--- src/design/line_pkg.sv ---
// shared widths and step codes for the line generator
// coordinates are signed two's complement, so lines may cross the origin
// err_w leaves room for deltas up to 4095 and for doubling the error

package line_pkg;

  // signed pixel coordinate
  localparam int coord_w = 12;

  // signed error term, two extra bits over a coordinate
  localparam int err_w = coord_w + 2;

  // per-axis step direction
  localparam logic [1:0] dir_zero = 2'b00; // hold
  localparam logic [1:0] dir_pos  = 2'b01; // increment
  localparam logic [1:0] dir_neg  = 2'b11; // decrement

endpackage

--- src/design/line_params_if.sv ---
// geometry of the line being drawn, latched once per line
// dx is the absolute x distance, dy the negated absolute y distance
// members only change in the cycle a line is loaded

`timescale 1ns/1ns

interface line_params_if;

  logic [1:0]                         x_dir; // step code for x
  logic [1:0]                         y_dir; // step code for y
  logic signed [line_pkg::err_w-1:0]   dx;    // |b_x - a_x|, never negative
  logic signed [line_pkg::err_w-1:0]   dy;    // -|b_y - a_y|, never positive
  logic signed [line_pkg::coord_w-1:0] end_x; // last pixel x
  logic signed [line_pkg::coord_w-1:0] end_y; // last pixel y

  // setup side owns every member
  modport setup (
    output x_dir,
    output y_dir,
    output dx,
    output dy,
    output end_x,
    output end_y
  );

  // stepper only looks
  modport stepper (
    input x_dir,
    input y_dir,
    input dx,
    input dy,
    input end_x,
    input end_y
  );

endinterface

--- src/design/line_setup.sv ---
// latches line geometry on load, straight from the live end points
// init_err is combinational from the inputs so the stepper can seed its
// error in the load cycle, and it is only meaningful while load is high

`timescale 1ns/1ns

module line_setup (
  input  logic                                clk,
  input  logic                                reset,
  input  logic                                load,     // one cycle, line accepted
  input  logic signed [line_pkg::coord_w-1:0] a_x,      // start point
  input  logic signed [line_pkg::coord_w-1:0] a_y,
  input  logic signed [line_pkg::coord_w-1:0] b_x,      // end point
  input  logic signed [line_pkg::coord_w-1:0] b_y,
  line_params_if.setup                        params,
  output logic signed [line_pkg::err_w-1:0]   init_err  // dx + dy of the live inputs
);

  logic signed [line_pkg::err_w-1:0] diff_x; // b - a, widened before subtracting
  logic signed [line_pkg::err_w-1:0] diff_y;
  logic signed [line_pkg::err_w-1:0] dx_next; // absolute x distance
  logic signed [line_pkg::err_w-1:0] dy_next; // negated absolute y distance

  // step code from the sign of a difference
  function automatic logic [1:0] dir_of(input logic signed [line_pkg::err_w-1:0] diff);
    if (diff < 0)
      dir_of = line_pkg::dir_neg;
    else if (diff == 0)
      dir_of = line_pkg::dir_zero;
    else
      dir_of = line_pkg::dir_pos;
  endfunction

  assign diff_x = b_x - a_x; // signed operands extend to err_w here
  assign diff_y = b_y - a_y;

  assign dx_next  = diff_x[line_pkg::err_w-1] ? -diff_x : diff_x;
  assign dy_next  = diff_y[line_pkg::err_w-1] ? diff_y : -diff_y; // always <= 0
  assign init_err = dx_next + dy_next; // bresenham starting error

  always_ff @(posedge clk or posedge reset) begin
    if (reset) begin
      params.x_dir <= line_pkg::dir_zero;
      params.y_dir <= line_pkg::dir_zero;
      params.dx    <= '0;
      params.dy    <= '0;
      params.end_x <= '0;
      params.end_y <= '0;
    end else if (load) begin
      params.x_dir <= dir_of(diff_x); // which way x walks
      params.y_dir <= dir_of(diff_y);
      params.dx    <= dx_next;
      params.dy    <= dy_next;
      params.end_x <= b_x;            // stepper stops here
      params.end_y <= b_y;
    end
  end

  // the stepper's comparisons rely on these signs for termination
  sign_check: assert property (
    @(posedge clk) disable iff (reset)
    !params.dx[line_pkg::err_w-1] && (params.dy <= 0)
  ) else $error("line_setup: dx negative or dy positive");

endmodule

--- src/design/line_stepper.sv ---
// walks the current pixel one bresenham step per advance
// load and advance never come together, load wins if they did
// e2 is one bit wider than the error so doubling cannot overflow

`timescale 1ns/1ns

module line_stepper (
  input  logic                                clk,
  input  logic                                reset,
  input  logic                                load,     // take start point and init_err
  input  logic                                advance,  // take one step this cycle
  input  logic signed [line_pkg::coord_w-1:0] a_x,      // start point
  input  logic signed [line_pkg::coord_w-1:0] a_y,
  input  logic signed [line_pkg::err_w-1:0]   init_err, // dx + dy from setup
  line_params_if.stepper                      params,
  output logic signed [line_pkg::coord_w-1:0] x_coord,  // current pixel
  output logic signed [line_pkg::coord_w-1:0] y_coord,
  output logic                                at_end    // current pixel is the last one
);

  logic signed [line_pkg::err_w-1:0] err;      // bresenham error term
  logic signed [line_pkg::err_w:0]   e2;       // twice the error
  logic                              step_x;   // x moves this step
  logic                              step_y;   // y moves this step
  logic signed [line_pkg::err_w-1:0] err_next; // error after this step
  logic signed [line_pkg::err_w-1:0] add_x;    // contribution of an x move
  logic signed [line_pkg::err_w-1:0] add_y;    // contribution of a y move

  // one pixel along an axis in the given direction
  function automatic logic signed [line_pkg::coord_w-1:0] move(
    input logic signed [line_pkg::coord_w-1:0] pos,
    input logic [1:0]                          dir
  );
    case (dir)
      line_pkg::dir_pos: move = pos + 1'b1;
      line_pkg::dir_neg: move = pos - 1'b1;
      default:           move = pos;        // axis does not move
    endcase
  endfunction

  assign e2 = {err, 1'b0}; // exact, no bits lost

  // both tests look at the old error
  assign step_x = (e2 >= params.dy);
  assign step_y = (e2 <= params.dx);

  always_comb begin
    add_x    = step_x ? params.dy : '0;
    add_y    = step_y ? params.dx : '0;
    err_next = err + add_x + add_y;
  end

  always_ff @(posedge clk or posedge reset) begin
    if (reset) begin
      x_coord <= '0;
      y_coord <= '0;
      err     <= '0;
    end else if (load) begin
      x_coord <= a_x;      // first pixel is the start point
      y_coord <= a_y;
      err     <= init_err;
    end else if (advance) begin
      err <= err_next;
      if (step_x)
        x_coord <= move(x_coord, params.x_dir);
      if (step_y)
        y_coord <= move(y_coord, params.y_dir);
    end
  end

  assign at_end = (x_coord == params.end_x) && (y_coord == params.end_y);

  // control must stop stepping once the end point is reached
  no_step_past_end: assert property (
    @(posedge clk) disable iff (reset)
    !(advance && at_end)
  ) else $error("line_stepper: advance while at end point");

endmodule

--- src/design/line_control.sv ---
// idle/draw state for one line at a time
// run, enable and pause are plain levels, outputs are plain strobes
// a held run restarts a new line right after the last pixel

`timescale 1ns/1ns

module line_control (
  input  logic clk,
  input  logic reset,
  input  logic enable,        // low freezes the unit
  input  logic run,           // request a line, level
  input  logic pause,         // hold drawing, keeps place
  input  logic at_end,        // stepper sits on the end point
  output logic load,          // one cycle, line accepted
  output logic advance,       // step the stepper this cycle
  output logic busy,          // line pending or being drawn
  output logic pixel_valid,   // x/y coordinate is a pixel
  output logic line_complete  // this pixel is the last one
);

  logic draw;   // registered draw state
  logic active; // draw cycle that is neither frozen nor paused

  assign active = draw && enable && !pause;

  // accept only from idle, run while busy is dropped
  assign load = !draw && run && enable && !pause;

  assign pixel_valid   = active;            // forced low by pause or enable
  assign advance       = active && !at_end; // step unless this is the last pixel
  assign line_complete = active && at_end;
  assign busy          = draw || run;       // high already in the accept cycle

  always_ff @(posedge clk or posedge reset) begin
    if (reset) begin
      draw <= 1'b0;
    end else if (load) begin
      draw <= 1'b1;   // first pixel next cycle
    end else if (line_complete) begin
      draw <= 1'b0;   // back to idle after the last pixel
    end
  end

  // the last pixel is always a real pixel
  complete_is_pixel: assert property (
    @(posedge clk) disable iff (reset)
    line_complete |-> pixel_valid
  ) else $error("line_control: line_complete without pixel_valid");

  // pixels only appear while the parent sees the unit busy
  pixel_in_busy: assert property (
    @(posedge clk) disable iff (reset)
    pixel_valid |-> busy
  ) else $error("line_control: pixel_valid while not busy");

endmodule

--- src/design/line_generator.sv ---
// bresenham line generator, one pixel per enabled unpaused cycle
// end points are sampled only in the cycle run is accepted
// the first pixel shows the cycle after acceptance, the last one carries
// line_complete, and equal end points give a single pixel

`timescale 1ns/1ns

module line_generator (
  input  logic                                clk,
  input  logic                                reset,
  input  logic                                enable,        // low freezes the unit
  input  logic                                run,           // start a line
  input  logic                                pause,         // hold drawing
  input  logic signed [line_pkg::coord_w-1:0] a_x,           // start point
  input  logic signed [line_pkg::coord_w-1:0] a_y,
  input  logic signed [line_pkg::coord_w-1:0] b_x,           // end point
  input  logic signed [line_pkg::coord_w-1:0] b_y,
  output logic                                busy,          // running or run raised
  output logic                                pixel_valid,   // coordinate is a pixel
  output logic                                line_complete, // last pixel of the line
  output logic signed [line_pkg::coord_w-1:0] x_coord,       // current pixel
  output logic signed [line_pkg::coord_w-1:0] y_coord
);

  logic                              load;     // line accepted this cycle
  logic                              advance;  // step this cycle
  logic                              at_end;   // on the end point
  logic signed [line_pkg::err_w-1:0] init_err; // starting error for the stepper

  line_params_if params (); // latched geometry, setup to stepper

  line_setup u_setup (
    .clk      (clk),
    .reset    (reset),
    .load     (load),
    .a_x      (a_x),
    .a_y      (a_y),
    .b_x      (b_x),
    .b_y      (b_y),
    .params   (params.setup),
    .init_err (init_err)
  );

  line_stepper u_stepper (
    .clk      (clk),
    .reset    (reset),
    .load     (load),
    .advance  (advance),
    .a_x      (a_x),
    .a_y      (a_y),
    .init_err (init_err),
    .params   (params.stepper),
    .x_coord  (x_coord),
    .y_coord  (y_coord),
    .at_end   (at_end)
  );

  line_control u_control (
    .clk           (clk),
    .reset         (reset),
    .enable        (enable),
    .run           (run),
    .pause         (pause),
    .at_end        (at_end),
    .load          (load),
    .advance       (advance),
    .busy          (busy),
    .pixel_valid   (pixel_valid),
    .line_complete (line_complete)
  );

endmodule

--- config.mk ---
export PLATFORM = sky130hd
export DESIGN_NAME = line_generator
export DESIGN_NICKNAME = d
export VERILOG_FILES = /design/src/design/line_pkg.sv /design/src/design/line_params_if.sv /design/src/design/line_setup.sv /design/src/design/line_stepper.sv /design/src/design/line_control.sv /design/src/design/line_generator.sv
export SDC_FILE = /design/constraint.sdc
export NUM_CORES = 1
export LEC_CHECK = 0
export BUFFER_PORTS_ARGS = -buffer_cell sky130_fd_sc_hd__clkbuf_2
export CORE_MARGIN = 1
export CORE_UTILIZATION = 60
export CTS_BUF_LIST = sky130_fd_sc_hd__clkbuf_16
export CTS_CLUSTER_SIZE = 40
export DETAILED_ROUTE_END_ITERATION = 16
export GPL_TIMING_DRIVEN = 1
export PLACE_DENSITY = 0.8
export SKIP_LAST_GASP = 1
export SLEW_MARGIN = 15
export SYNTH_ARGS = -nofsm -noshare
export SYNTH_HDL_FRONTEND = slang
export SYNTH_SLANG_ARGS = --single-unit
--- constraint.sdc ---
create_clock -name clk -period 6.64 [get_ports clk]
set_input_delay 0.664 -clock clk [delete_from_list [all_inputs] [get_ports clk]]
set_output_delay 0.664 -clock clk [all_outputs]
set_load 0.005 [all_outputs]
==> metrics.md, run 1 <==
| Metric | Value |
|---|---|
| Post-synthesis sequential area ratio | 27.5% |
| First-pass GRT wire length | 35700 µm |
| Global route overflow | 0 |
| Fmax | 182 MHz |
| Worst-path cell chain | ha_1 > a21o_1 > a21o_1 > a21oi_1 > o21ai_0 > o31a_1 > o21bai_1 > buf_4 > nand2_1 > fa_1 > inv_1 > ha_1 > a21o_1 > a21oi_1 > nor2b_1 > o211ai_1 > nand2_1 > a211o_1 > a21o_1 > a21o_1 > xnor3_1 > o31ai_1 > mux2_2 |
| Final setup viols | 0 |
| Ys Warns | 0 |
| Critical path data required time | 6890 ps |
| Clock sink total | 95 |
| Async SR Flop Fraction | 100% |
| Final worst path period need | 5500 ps |
| WL per Instance | 16.5 µm |
| CP max stage delay | 510 ps |
| Max cap viols | 0 |
| Via/cell ratio | 5.85 |
| Post-Syn Area | 8660 µm² |
| Antenna-violating nets left | 0 |
| CTS Buf Count | 9 |
| Via count | 7561 |
| # diodes | 0 |
| Yosys cell types | 72 |
| Syn Inst Count | 1041 |
| H-tree depth | 3 |
| Share of cells above drive strength 1 | 10.4% |
| Commonest non-fill, non-tap cell in the layout | nand2_1 |
| Worst setup SP type | register |
| Initial Util | 61.9% |
| CTS Root Cell | clkbuf_16 |
| Final Wtd Congestion | 0.910 |
| Die height | 122 µm |
| Syn avg cell area | 8.31 µm² |
| Largest net degree at the start of global routing | 67 |
| WS Path Type | register to register |
| Critical Path Fanout Max | 14 |
| Clock tree buffer depth | 2 |
| Crit-path leading delay family | compound AO/OA/AOI/OAI gates |
| Setup tns final | 0 ps |
| Die Span X | 122 µm |
| DRC Markers | 0 |
| Leakage | 0.00476 µW |
| Final Power | 5140 µW |
| Routed wire length | 21400 µm |
| R2R Setup Slk | 1140 ps |
| Actual slew at the worst max-slew pin | 1150 ps |
| Top cell by count, worst path | a21o_1 |
| Worst VDD drop | 0.294 mV |
| Gr usage total | 30.8% |
| Die Area | 14900 µm² |
| Min-Delay Path Class | primary input to asynchronous set/reset pin |
| Critical path's slowest cell | fa_1 |
| # hold bufs at CTS | 0 |
| Post-CTS resize count | 0 |
| DRT iter0 DRCs | 415 |
| Pre-antenna DRT Iters | 5 |
| Worst-path clk slew | 70 ps |
| Layout area overhead | 9.71% |
| Status | complete, no violations |
| Fin crit share | 82.9% |
| HPWL Detailed | 16700 µm |
| Buf/Inv on CP | 2 |
| Row cnt | 43 |
| Post-synth EDFFs | 0 |
| Worst Setup SP | u_stepper.err[7] |
| Port bufs | 79 |
| Worst-skew pair later-pin latency | 360 ps |
| Synth Net Count | 1212 |
| Reg2Reg Capture Point | u_stepper.err[13] |
| Clock skew | 9.02 ps |
| Final Hold Vio Count | 0 |
| IO Count | 80 |
| Pwr dens | 541 nW/µm² |
| Synth Register Bits | 95 |
| Reg2Reg Launch Point | u_stepper.err[7] |
| Slew Limit Fails | 0 |
| Relative slew slack | 23.0% |
| Predominant post-synthesis flop cell | dfrtp_1 |
| FF-to-FF path depth | 23 |
| Crit path DAT | 5750 ps |
| Crit path depth | 23 |
| Layout Nets | 1281 |
| Post-CTS Setup Bufs | 0 |
| Initial antenna violation count | 0 |
| CTS tree | yes |
| Core area | 14000 µm² |
| RSZ-0062 raised after global routing | false |
| Vias in the first global route | 7359 |
| Critical Path Sink | u_stepper.err[13] |
| WHS | 360 ps |
| Most frequent cells in the layout | 163 x nand2_1, 123 x inv_1, 99 x ha_1 |
| Fill count | 1165 |
| Setup crit end kind | register |
==> where the power goes <==
part           internal (µW)  switching (µW)  total (µW)
Clock                    282             222         504
Sequential               834             253        1090
Combinational           1590            1960        3550
Total                   2700            2440        5140
==> cell type report <==
class | count | area (µm²) | share of cell area, %
multi-input combinational | 796 | 5720 | 60.3
sequential | 95 | 2380 | 25.0
inverter | 123 | 464 | 4.89
timing repair buffer | 85 | 440 | 4.64
clock buffer | 9 | 225 | 2.37
tap | 180 | 225 | 2.37
clock inverter | 4 | 42.5 | 0.448
==> through the flow <==
step	instances	area, µm²	util, %	setup WS [ps]
floorplan	1041	8660	-	1470
global placement	1279	9220	65.9	1060
detailed placement	1279	9220	65.9	919
CTS	1292	9490	67.8	1140
global route	1292	9500	67.9	772
finish	1292	9500	67.9	1140
==> worst register-to-register path: cells and delay by family, from the launching register on <==
kind	cells	cell delay [ps]
compound gates	13	2550
fa+ha+maj	3	1130
flops	1	420
xor+xnor	1	360
simple gates	3	330
buf+inv	2	330
mux	1	270
==> flip-flops by register name (all words and copies together), names as in the netlist <==
register,flops
u_setup.params.dx,14
u_setup.params.end_x,12
u_setup.params.y_dir,2
u_stepper.x_coord,12
u_setup.params.dy,14
u_stepper.err,14
u_setup.params.end_y,12
u_stepper.y_coord,12
u_control.draw,1
u_setup.params.x_dir,2
==> cells by family (layout without fill, tap and decap cells) <==
logic type	count (synthesis)	count (layout)	share of synthesized area, %
adder cells (fa/ha/maj)	118	118	18.7
multiplexers	3	3	0.376
AO/OA/AOI/OAI	239	239	18.6
flip-flops	95	95	27.5
XOR/XNOR	94	94	9.89
buffers and inverters	150	221	6.52
AND/OR/NAND/NOR	342	342	18.4
==> how the worst min path moves through the flow <==
stage	to	slack [ps]	startpoint
2_1_floorplan	u_setup.params.y_dir[1]	450	u_setup.params.y_dir[1]
3_3_place_gp	u_setup.params.y_dir[1]	470	u_setup.params.y_dir[1]
3_5_place_dp	u_setup.params.y_dir[1]	480	u_setup.params.y_dir[1]
4_1_cts	u_stepper.err[3]	380	reset
5_1_grt	u_setup.params.dy[4]	420	reset
6_report	u_stepper.err[3]	360	reset
==> routing by layer <==
metal | wire length, µm | global-route usage, %
met1 | 9600 | 41.8
met2 | 9860 | 49.8
met3 | 1360 | 4.21
met4 | 559 | 12.1
met5 | 0 | 0
==> synth_stat cells (all sizes together), types with 4 or more instances <==
cell type | number | area (µm²)
dfrtp | 95 | 2380
a221oi | 7 | 67.6
o31ai | 4 | 30.0
o31a | 4 | 35.0
nor3b | 5 | 37.5
xnor2 | 58 | 527
a21oi | 49 | 245
xor2 | 35 | 307
and2 | 8 | 50.1
a22oi | 4 | 30.0
ha | 99 | 1240
clkbuf | 24 | 90.1
a21o | 20 | 150
o21a | 10 | 75.1
or3 | 7 | 48.8
nand4 | 8 | 50.1
or2 | 5 | 31.3
nand3 | 13 | 65.1
nor2 | 55 | 206
nand2 | 163 | 612
or4 | 4 | 33.8
inv | 123 | 462
o41ai | 6 | 52.6
a211oi | 6 | 50.1
a31oi | 6 | 37.5
nor4 | 7 | 43.8
nand2b | 11 | 68.8
fa | 19 | 380
a221o | 16 | 160
o21ai | 68 | 344
nor2b | 15 | 93.8
o21bai | 9 | 67.6
nor3 | 22 | 110
o211ai | 6 | 50.1
and3 | 10 | 62.6
(Power assumes the default switching activity.)
==> run 2, diff against run 1 <==
==> constraint.sdc (replaced) <==
create_clock -name clk -period 5.8 [get_ports clk]
set_input_delay 0.58 -clock clk [delete_from_list [all_inputs] [get_ports clk]]
set_output_delay 0.58 -clock clk [all_outputs]
set_load 0.005 [all_outputs]
==> metrics.md, run 2 (synthesis results as in run 1) <==
| Metric | Value |
|---|---|
| Final Power | 5870 µW (+14%) |
| WS Path Type | register to register |
| Sequential Power Share | 21.4% (+0.3 points) |
| Row cnt | 43 (unchanged) |
| Clock power share | 9.2% (-0.6 points) |
| Largest registers | u_setup.params.dx x14, u_setup.params.dy x14, u_stepper.err x14 |
| # hold bufs at CTS | 0 (unchanged) |
| Power Internal | 3060 µW (+13%) |
| Commonest non-fill, non-tap cell in the layout | nand2_1 |
| Reg2Reg Launch Point | u_stepper.err[0] |
| Port bufs | 79 (unchanged) |
| Pwr dens | 617 nW/µm² (+14%) |
| CTS tree | yes |
| RSZ-0062 raised after global routing | false |
| Die height | 122 µm (unchanged) |
| Worst-skew pair later-pin latency | 360 ps (about the same) |
| Routed wire length | 21600 µm (+0.80%) |
| Setup crit end kind | register |
| Max cap viols | 0 (unchanged) |
| Clock tree buffer depth | 2 (unchanged) |
| # diodes | 0 (unchanged) |
| Clock sink total | 95 (unchanged) |
| Die Span X | 122 µm (unchanged) |
| Via/cell ratio | 5.85 (about the same) |
| Initial Util | 61.9% (unchanged) |
| Most frequent cells in the layout | 163 x nand2_1, 122 x inv_1, 99 x ha_1 |
| WL per Instance | 16.6 µm (+0.41%) |
| Share of cells above drive strength 1 | 10.7% (+0.31 points) |
| DRC Markers | 0 (unchanged) |
| Critical path data required time | 6040 ps (-850 ps) |
| Worst-path clk slew | 70 ps (about the same) |
| Worst setup SP type | register |
| Final worst path period need | 5420 ps (-79.2 ps) |
| Critical Path Fanout Max | 15 (+1) |
| CTS Root Cell | clkbuf_16 |
| Relative slew slack | 28.7% (+5.7 points) |
| R2R Setup Slk | 380 ps (-760 ps) |
| Gr usage total | 31.0% (+0.16 points) |
| IO Count | 80 (unchanged) |
| Pre-antenna DRT Iters | 5 (unchanged) |
| Largest net degree at the start of global routing | 76 (+13%) |
| P_sw | 2810 µW (+15%) |
| Die Area | 14900 µm² (unchanged) |
| Fin crit share | 93.5% (+11 points) |
| Final Hold Vio Count | 0 (unchanged) |
| Post-CTS resize count | 0 (unchanged) |
| Fmax | 184 MHz (+1.5%) |
| Slew Limit Fails | 0 (unchanged) |
| First-pass GRT wire length | 35900 µm (+0.58%) |
| CTS Buf Count | 9 (unchanged) |
| Vias in the first global route | 7318 (-0.56%) |
| HPWL Detailed | 17000 µm (+1.6%) |
| Sw Ratio | 47.8% (+0.44 points) |
| Crit path DAT | 5670 ps (-80 ps) |
| Core area | 14000 µm² (unchanged) |
| Setup tns final | 0 ps (unchanged) |
| Min-Delay Path Class | primary input to asynchronous set/reset pin |
| Worst VDD drop | 0.334 mV (+13%) |
| Critical Path Sink | u_stepper.err[13] |
| FF-to-FF path depth | 23 (unchanged) |
| Leakage | 0.00477 µW (+0.11%) |
| Antenna-violating nets left | 0 (unchanged) |
| DRT iter0 DRCs | 584 (+41%) |
| Layout Nets | 1283 (+0.16%) |
| Via count | 7591 (+0.40%) |
| Reg2Reg Capture Point | u_stepper.err[13] |
| Combinational Power Share | 69.4% (+0.4 points) |
| Post-CTS Setup Bufs | 0 (unchanged) |
| Layout area overhead | 9.76% (about the same) |
| H-tree depth | 3 (unchanged) |
| Initial antenna violation count | 0 (unchanged) |
| Clock skew | 6.58 ps (-2.43 ps) |
| Worst Setup SP | u_stepper.err[0] |
| Actual slew at the worst max-slew pin | 1060 ps (-85.3 ps) |
| Final Wtd Congestion | 0.920 (+1.1%) |
| Final setup viols | 0 (unchanged) |
| Global route overflow | 0 (unchanged) |
| Status | complete, no violations |
## run 2: power by group through the flow
stage               clock [µW]  sequential [µW]  combinational, µW
finish                     541             1260               4070
global route               577             1290               4600
CTS                        548             1250               4060
detailed placement           0             1250               4020
global placement             0             1240               3910
floorplan                    0             1170               3130
## run 2: per-stage QoR
stage / area [µm²] / instances / setup slack [ps] / hold WS [ps] / utilization (%)
6_report: 9500 / 1297 / 375 / 210 / 67.9
5_1_grt: 9500 / 1297 / 90.7 / 249 / 67.9
4_1_cts: 9490 / 1297 / 364 / 227 / 67.9
3_5_place_dp: 9240 / 1281 / 228 / 482 / 66.0
3_3_place_gp: 9240 / 1281 / 305 / 474 / 66.0
2_1_floorplan: 8660 / 1041 / 634 / 450 / -
## run 2: worst max-delay path, cell delays in order (launching register included)
cell and delay [ps]:
dfrtp_1 450, ha_1 310, nor2b_1 150, o21a_1 180
o21bai_1 160, a21oi_1 100, o31a_1 240, o21bai_1 260
buf_4 300, nand2_1 120, fa_1 530, inv_1 40
ha_1 320, a21o_1 190, a21oi_1 250, nor2b_1 100
o211ai_1 160, nand2_1 100, a211o_1 310, a21o_1 190
a21o_1 170, xnor3_1 350, o31ai_1 60, mux2_2 270
## run 2: area by class of cell
| cell class | instances | area (µm²) |
|---|---|---|
| Sequential cell | 95 | 2380 |
| Clock buffer | 9 | 225 |
| Multi-Input combinational cell | 796 | 5720 |
| Inverter | 123 | 464 |
| Clock inverter | 7 | 31.3 |
| Tap cell | 180 | 225 |
| Fill cell | 1185 | 4490 |
| Timing Repair Buffer | 87 | 455 |
## run 2: worst min-delay path by stage
stage,cells after the start,start,endpoint
6_report,2,reset,u_stepper.err[2]
5_1_grt,2,reset,u_stepper.err[2]
4_1_cts,2,reset,u_stepper.err[2]
3_5_place_dp,2,u_setup.params.y_dir[1],u_setup.params.y_dir[1]
3_3_place_gp,2,u_setup.params.y_dir[1],u_setup.params.y_dir[1]
2_1_floorplan,2,u_setup.params.y_dir[1],u_setup.params.y_dir[1]
## run 2: per-layer routing
layer / track usage [%] / share of wire (%) / up-vias
li1: - / - / 3735
met1: 42.8 / 46 / 3585
met2: 49.9 / 47 / 241
met3: 4.82 / 5.1 / 30
met4: 9.38 / 1.9 / 0
met5: 0 / 0 / -
==> run 3, diff against run 2 <==
--- a/config.mk
+++ b/config.mk
@@ -7,14 +7,15 @@
 export LEC_CHECK = 0
 export BUFFER_PORTS_ARGS = -buffer_cell sky130_fd_sc_hd__clkbuf_2
 export CORE_MARGIN = 1
-export CORE_UTILIZATION = 60
+export CORE_UTILIZATION = 56
 export CTS_BUF_LIST = sky130_fd_sc_hd__clkbuf_16
 export CTS_CLUSTER_SIZE = 40
 export DETAILED_ROUTE_END_ITERATION = 16
 export GPL_TIMING_DRIVEN = 1
-export PLACE_DENSITY = 0.8
+export PLACE_DENSITY = 0.79
 export SKIP_LAST_GASP = 1
 export SLEW_MARGIN = 15
 export SYNTH_ARGS = -nofsm -noshare
 export SYNTH_HDL_FRONTEND = slang
+export SYNTH_HIERARCHICAL = 1
 export SYNTH_SLANG_ARGS = --single-unit
==> constraint.sdc (replaced) <==
create_clock -name clk -period 4.47 [get_ports clk]
set_input_delay 0.447 -clock clk [delete_from_list [all_inputs] [get_ports clk]]
set_output_delay 0.447 -clock clk [all_outputs]
set_load 0.005 [all_outputs]
==> metrics.md, run 3 <==
| Metric | Value |
|---|---|
| Core area | 15900 µm² (+14%) |
| Top-count cell post-synth | ha_1 |
| Die height | 129 µm (+6.0%) |
| Yosys cell types | 77 (+6.9%) |
| Global route overflow | 0 (unchanged) |
| Syn avg cell area | 8.84 µm² (+6.3%) |
| Layout Nets | 1421 (+11%) |
| # diodes | 0 (unchanged) |
| Final Hold Vio Count | 0 (unchanged) |
| Clock tree buffer depth | 2 (unchanged) |
| Top cells by area, synth | dfrtp_1 26%, ha_1 14%, mux2_2 5.8% |
| Critical path data required time | 4690 ps (-1350 ps) |
| Final Util | 72.9% (+5.0 points) |
| Post-Synth Adder-Cell Area | 17.8% (-0.89 points) |
| Vias in the first global route | 8242 (+13%) |
| Final Wtd Congestion | 0.946 (+2.8%) |
| WS Path Type | register to register |
| Clock sink total | 95 (unchanged) |
| Leakage | 0.00547 µW (+15%) |
| Largest net degree at the start of global routing | 81 (+6.6%) |
| Die Span X | 129 µm (+6.0%) |
| Fmax | 227 MHz (+23%) |
| Final setup viols | 0 (unchanged) |
| Worst Setup SP | u_stepper/err[8] |
| Predominant post-synthesis flop cell | dfrtp_1 |
| Post-Syn Area | 9090 µm² (+5.0%) |
| HPWL Detailed | 19600 µm (+16%) |
| Met3 usage | 3.34% (-1.5 points) |
| RSZ-0062 raised after global routing | true |
| Finished layout cell area | 11600 µm² (+22%) |
| Worst-skew pair later-pin latency | 360 ps (about the same) |
| Antenna-violating nets left | 0 (unchanged) |
| Synth Net Count | 1199 (-1.1%) |
| DRC Markers | 0 (unchanged) |
| Syn Inst Count | 1028 (-1.2%) |
| First-pass GRT wire length | 40300 µm (+12%) |
| Met2 Resource Use GR | 53.2% (+3.3 points) |
| Top cells by count, synth | 99 x ha_1, 95 x dfrtp_1, 93 x nor2_1, 90 x inv_1, 74 x nand2_1 |
| Min-Delay Path Class | primary input to register |
| Status | complete, no violations |
| Pwr dens | 829 nW/µm² (+34%) |
| Final worst path period need | 4400 ps (-1020 ps) |
| Async SR Flop Fraction | 100% (unchanged) |
| Row cnt | 46 (+7.0%) |
| Simple-gate area share of the yosys netlist | 16.2% (-2.2 points) |
| Fill count | 1128 (-4.8%) |
| Clock skew | 12.3 ps (+5.69 ps) |
| Gr usage total | 31.4% (+0.46 points) |
| CTS tree | yes |
| Reg2Reg Launch Point | u_stepper/err[8] |
| Largest family of logic cells by synthesized area | adder cells |
| Via/cell ratio | 5.84 (-0.15%) |
| DP Area | 10800 µm² (+16%) |
| Slew Limit Fails | 0 (unchanged) |
| Share of cells above drive strength 1 | 29.5% (+19 points) |
| IO Count | 80 (unchanged) |
| Cell taking the most area after synthesis | dfrtp_1 |
| Multi-input logic area | 6710 µm² (+17%) |
| Actual slew at the worst max-slew pin | 1040 ps (-26.7 ps) |
| XOR/XNOR Fraction of Synth Area | 9.94% (+0.054 points) |
| Die Area | 16700 µm² (+12%) |
| Worst VDD drop | 0.602 mV (+80%) |
| CTS Root Cell | clkbuf_16 |
| Layout area overhead | 27.5% |
| Pre-antenna DRT Iters | 5 (unchanged) |
| Synth Register Bits | 95 (unchanged) |
| Initial Util | 57.2% (-4.7 points) |
| Fin crit share | 98.5% (+5.0 points) |
| Setup crit end kind | register |
| Compound-Gate Fraction of Synth Area | 16.0% (-2.6 points) |
| Met1 Use GR | 39.8% (-2.9 points) |
| Synth top area share | 26.2% (-1.3 points) |
| CTS Buf Count | 9 (unchanged) |
| FF+latch area | 2380 µm² (unchanged) |
| Largest registers | u_setup/params.dx x14, u_setup/params.dy x14, u_stepper/err x14 |
| Initial antenna violation count | 0 (unchanged) |
| Routed wire length | 26200 µm (+22%) |
| Port bufs | 79 (unchanged) |
| Most frequent cells in the layout | 149 x buf_4, 95 x dfrtp_1, 92 x inv_1 |
| Relative slew slack | 30.8% (+2.1 points) |
| Via count | 8585 (+13%) |
| Max cap viols | 0 (unchanged) |
| Most used routing layer | met2 |
| Post-synthesis mux area share | 8.92% (+8.5 points) |
| Crit path DAT | 4620 ps (-1050 ps) |
| Worst-path clk slew | 60 ps (about the same) |
| Critical Path Fanout Max | 5 (-10) |
| WL per Instance | 17.9 µm (+7.5%) |
| Post-synthesis sequential area ratio | 26.2% (-1.3 points) |
| H-tree depth | 3 (unchanged) |
| Post-synth EDFFs | 0 (unchanged) |
| DRT iter0 DRCs | 611 (+4.6%) |
| Worst setup SP type | register |
| Commonest non-fill, non-tap cell in the layout | buf_4 |
| Ys Warns | 6 (+6) |
| Min-Delay Startpoint | a_x[2] |
## run 3: cell types whose count changed in the layout (fill, tap and decap cells not counted), sizes merged, moves of 7 or more
cell	change
a221o	-16
nor2	+38
xor2	+8
and3	-7
a21oi	+11
o21ai	-10
nand2	-89
inv	-30
buf	+148
mux2	+46
mux2i	+26
a211oi	+8
## run 3: worst paths after layout
path,end,slack (ps),cells after the start
hold reg to reg,u_setup/params.dx[13],500,1
max in group asynchronous,u_setup/params.dy[11],3070,4
min in group asynchronous,u_control/draw,510,3
setup reg to reg,u_stepper/err[13],70,20
hold / removal,u_stepper/x_coord[2],320,3
setup / recovery,u_stepper/err[13],70,20
## run 3: what timing repair did
item	4_1_cts	5_1_grt
hold buffers	1	0
endpoints found under the hold margin	1	0
gates resized for setup	14	65
endpoints found under the setup margin	9	8
pin swaps	8	54
buffers inserted	1	15
## run 3: cell families after synthesis
group	count (synthesis)
muxes	75
buffers and inverters	117
adders and majority gates	118
xor gates and xnor gates	98
DFF	95
AOI/OAI and AO/OA	224
and+or+nand+nor	301
## run 3: area by class of cell
type | count | area share (%)
clock buffers | 9 | 1.94
clock inverters | 5 | 0.389
inverters | 92 | 2.98
multi-input cells | 816 | 57.9
flip-flops and latches | 95 | 20.5
well taps | 216 | 2.33
repair buffers | 236 | 13.9
## run 3: layer usage
metal	vias to the layer above	share of wire, %
met5	-	0
li1	4058	-
met2	313	48
met3	78	4.8
met4	0	4.4
met1	4136	43
## run 3: report_power, final
| part | internal, µW | leakage (µW) | switching [µW] | total (µW) |
|---|---|---|---|---|
| registers | 1280 | 0.00112 | 395 | 1670 |
| clock network | 419 | 0.000143 | 316 | 736 |
| logic | 3590 | 0.00420 | 3600 | 7200 |
## run 3: critical path, stage by stage, from the launching register on
cell and delay [ps]:
dfrtp_1 390, buf_4 160, ha_4 270, nand4_1 210
a211oi_2 310, a211oi_2 70, buf_4 150, o21ai_4 140
and2_4 200, nor2_2 50, fa_1 450, ha_2 210
fa_2 400, a21o_1 160, a21o_1 180, a21oi_2 190
o311ai_2 110, o41ai_1 260, buf_4 180, or4b_1 100
nand3_1 70
## run 3: metrics by stage
| step | hold slack [ps] | TNS (ps) | std cells | setup WS, ps | total power [µW] |
|---|---|---|---|---|---|
| after floorplan | 176 | -3.36 | 1028 | -3.36 | 5700 |
| after global placement | 301 | -1570 | 1439 | -401 | 7770 |
| after detailed placement | 309 | -2340 | 1439 | -458 | 8040 |
| after CTS | 313 | -4.67 | 1455 | -4.67 | 8970 |
| after global routing | 335 | -396 | 1469 | -96.3 | 10300 |
| final | 315 | 0 | 1469 | 66.4 | 9600 |
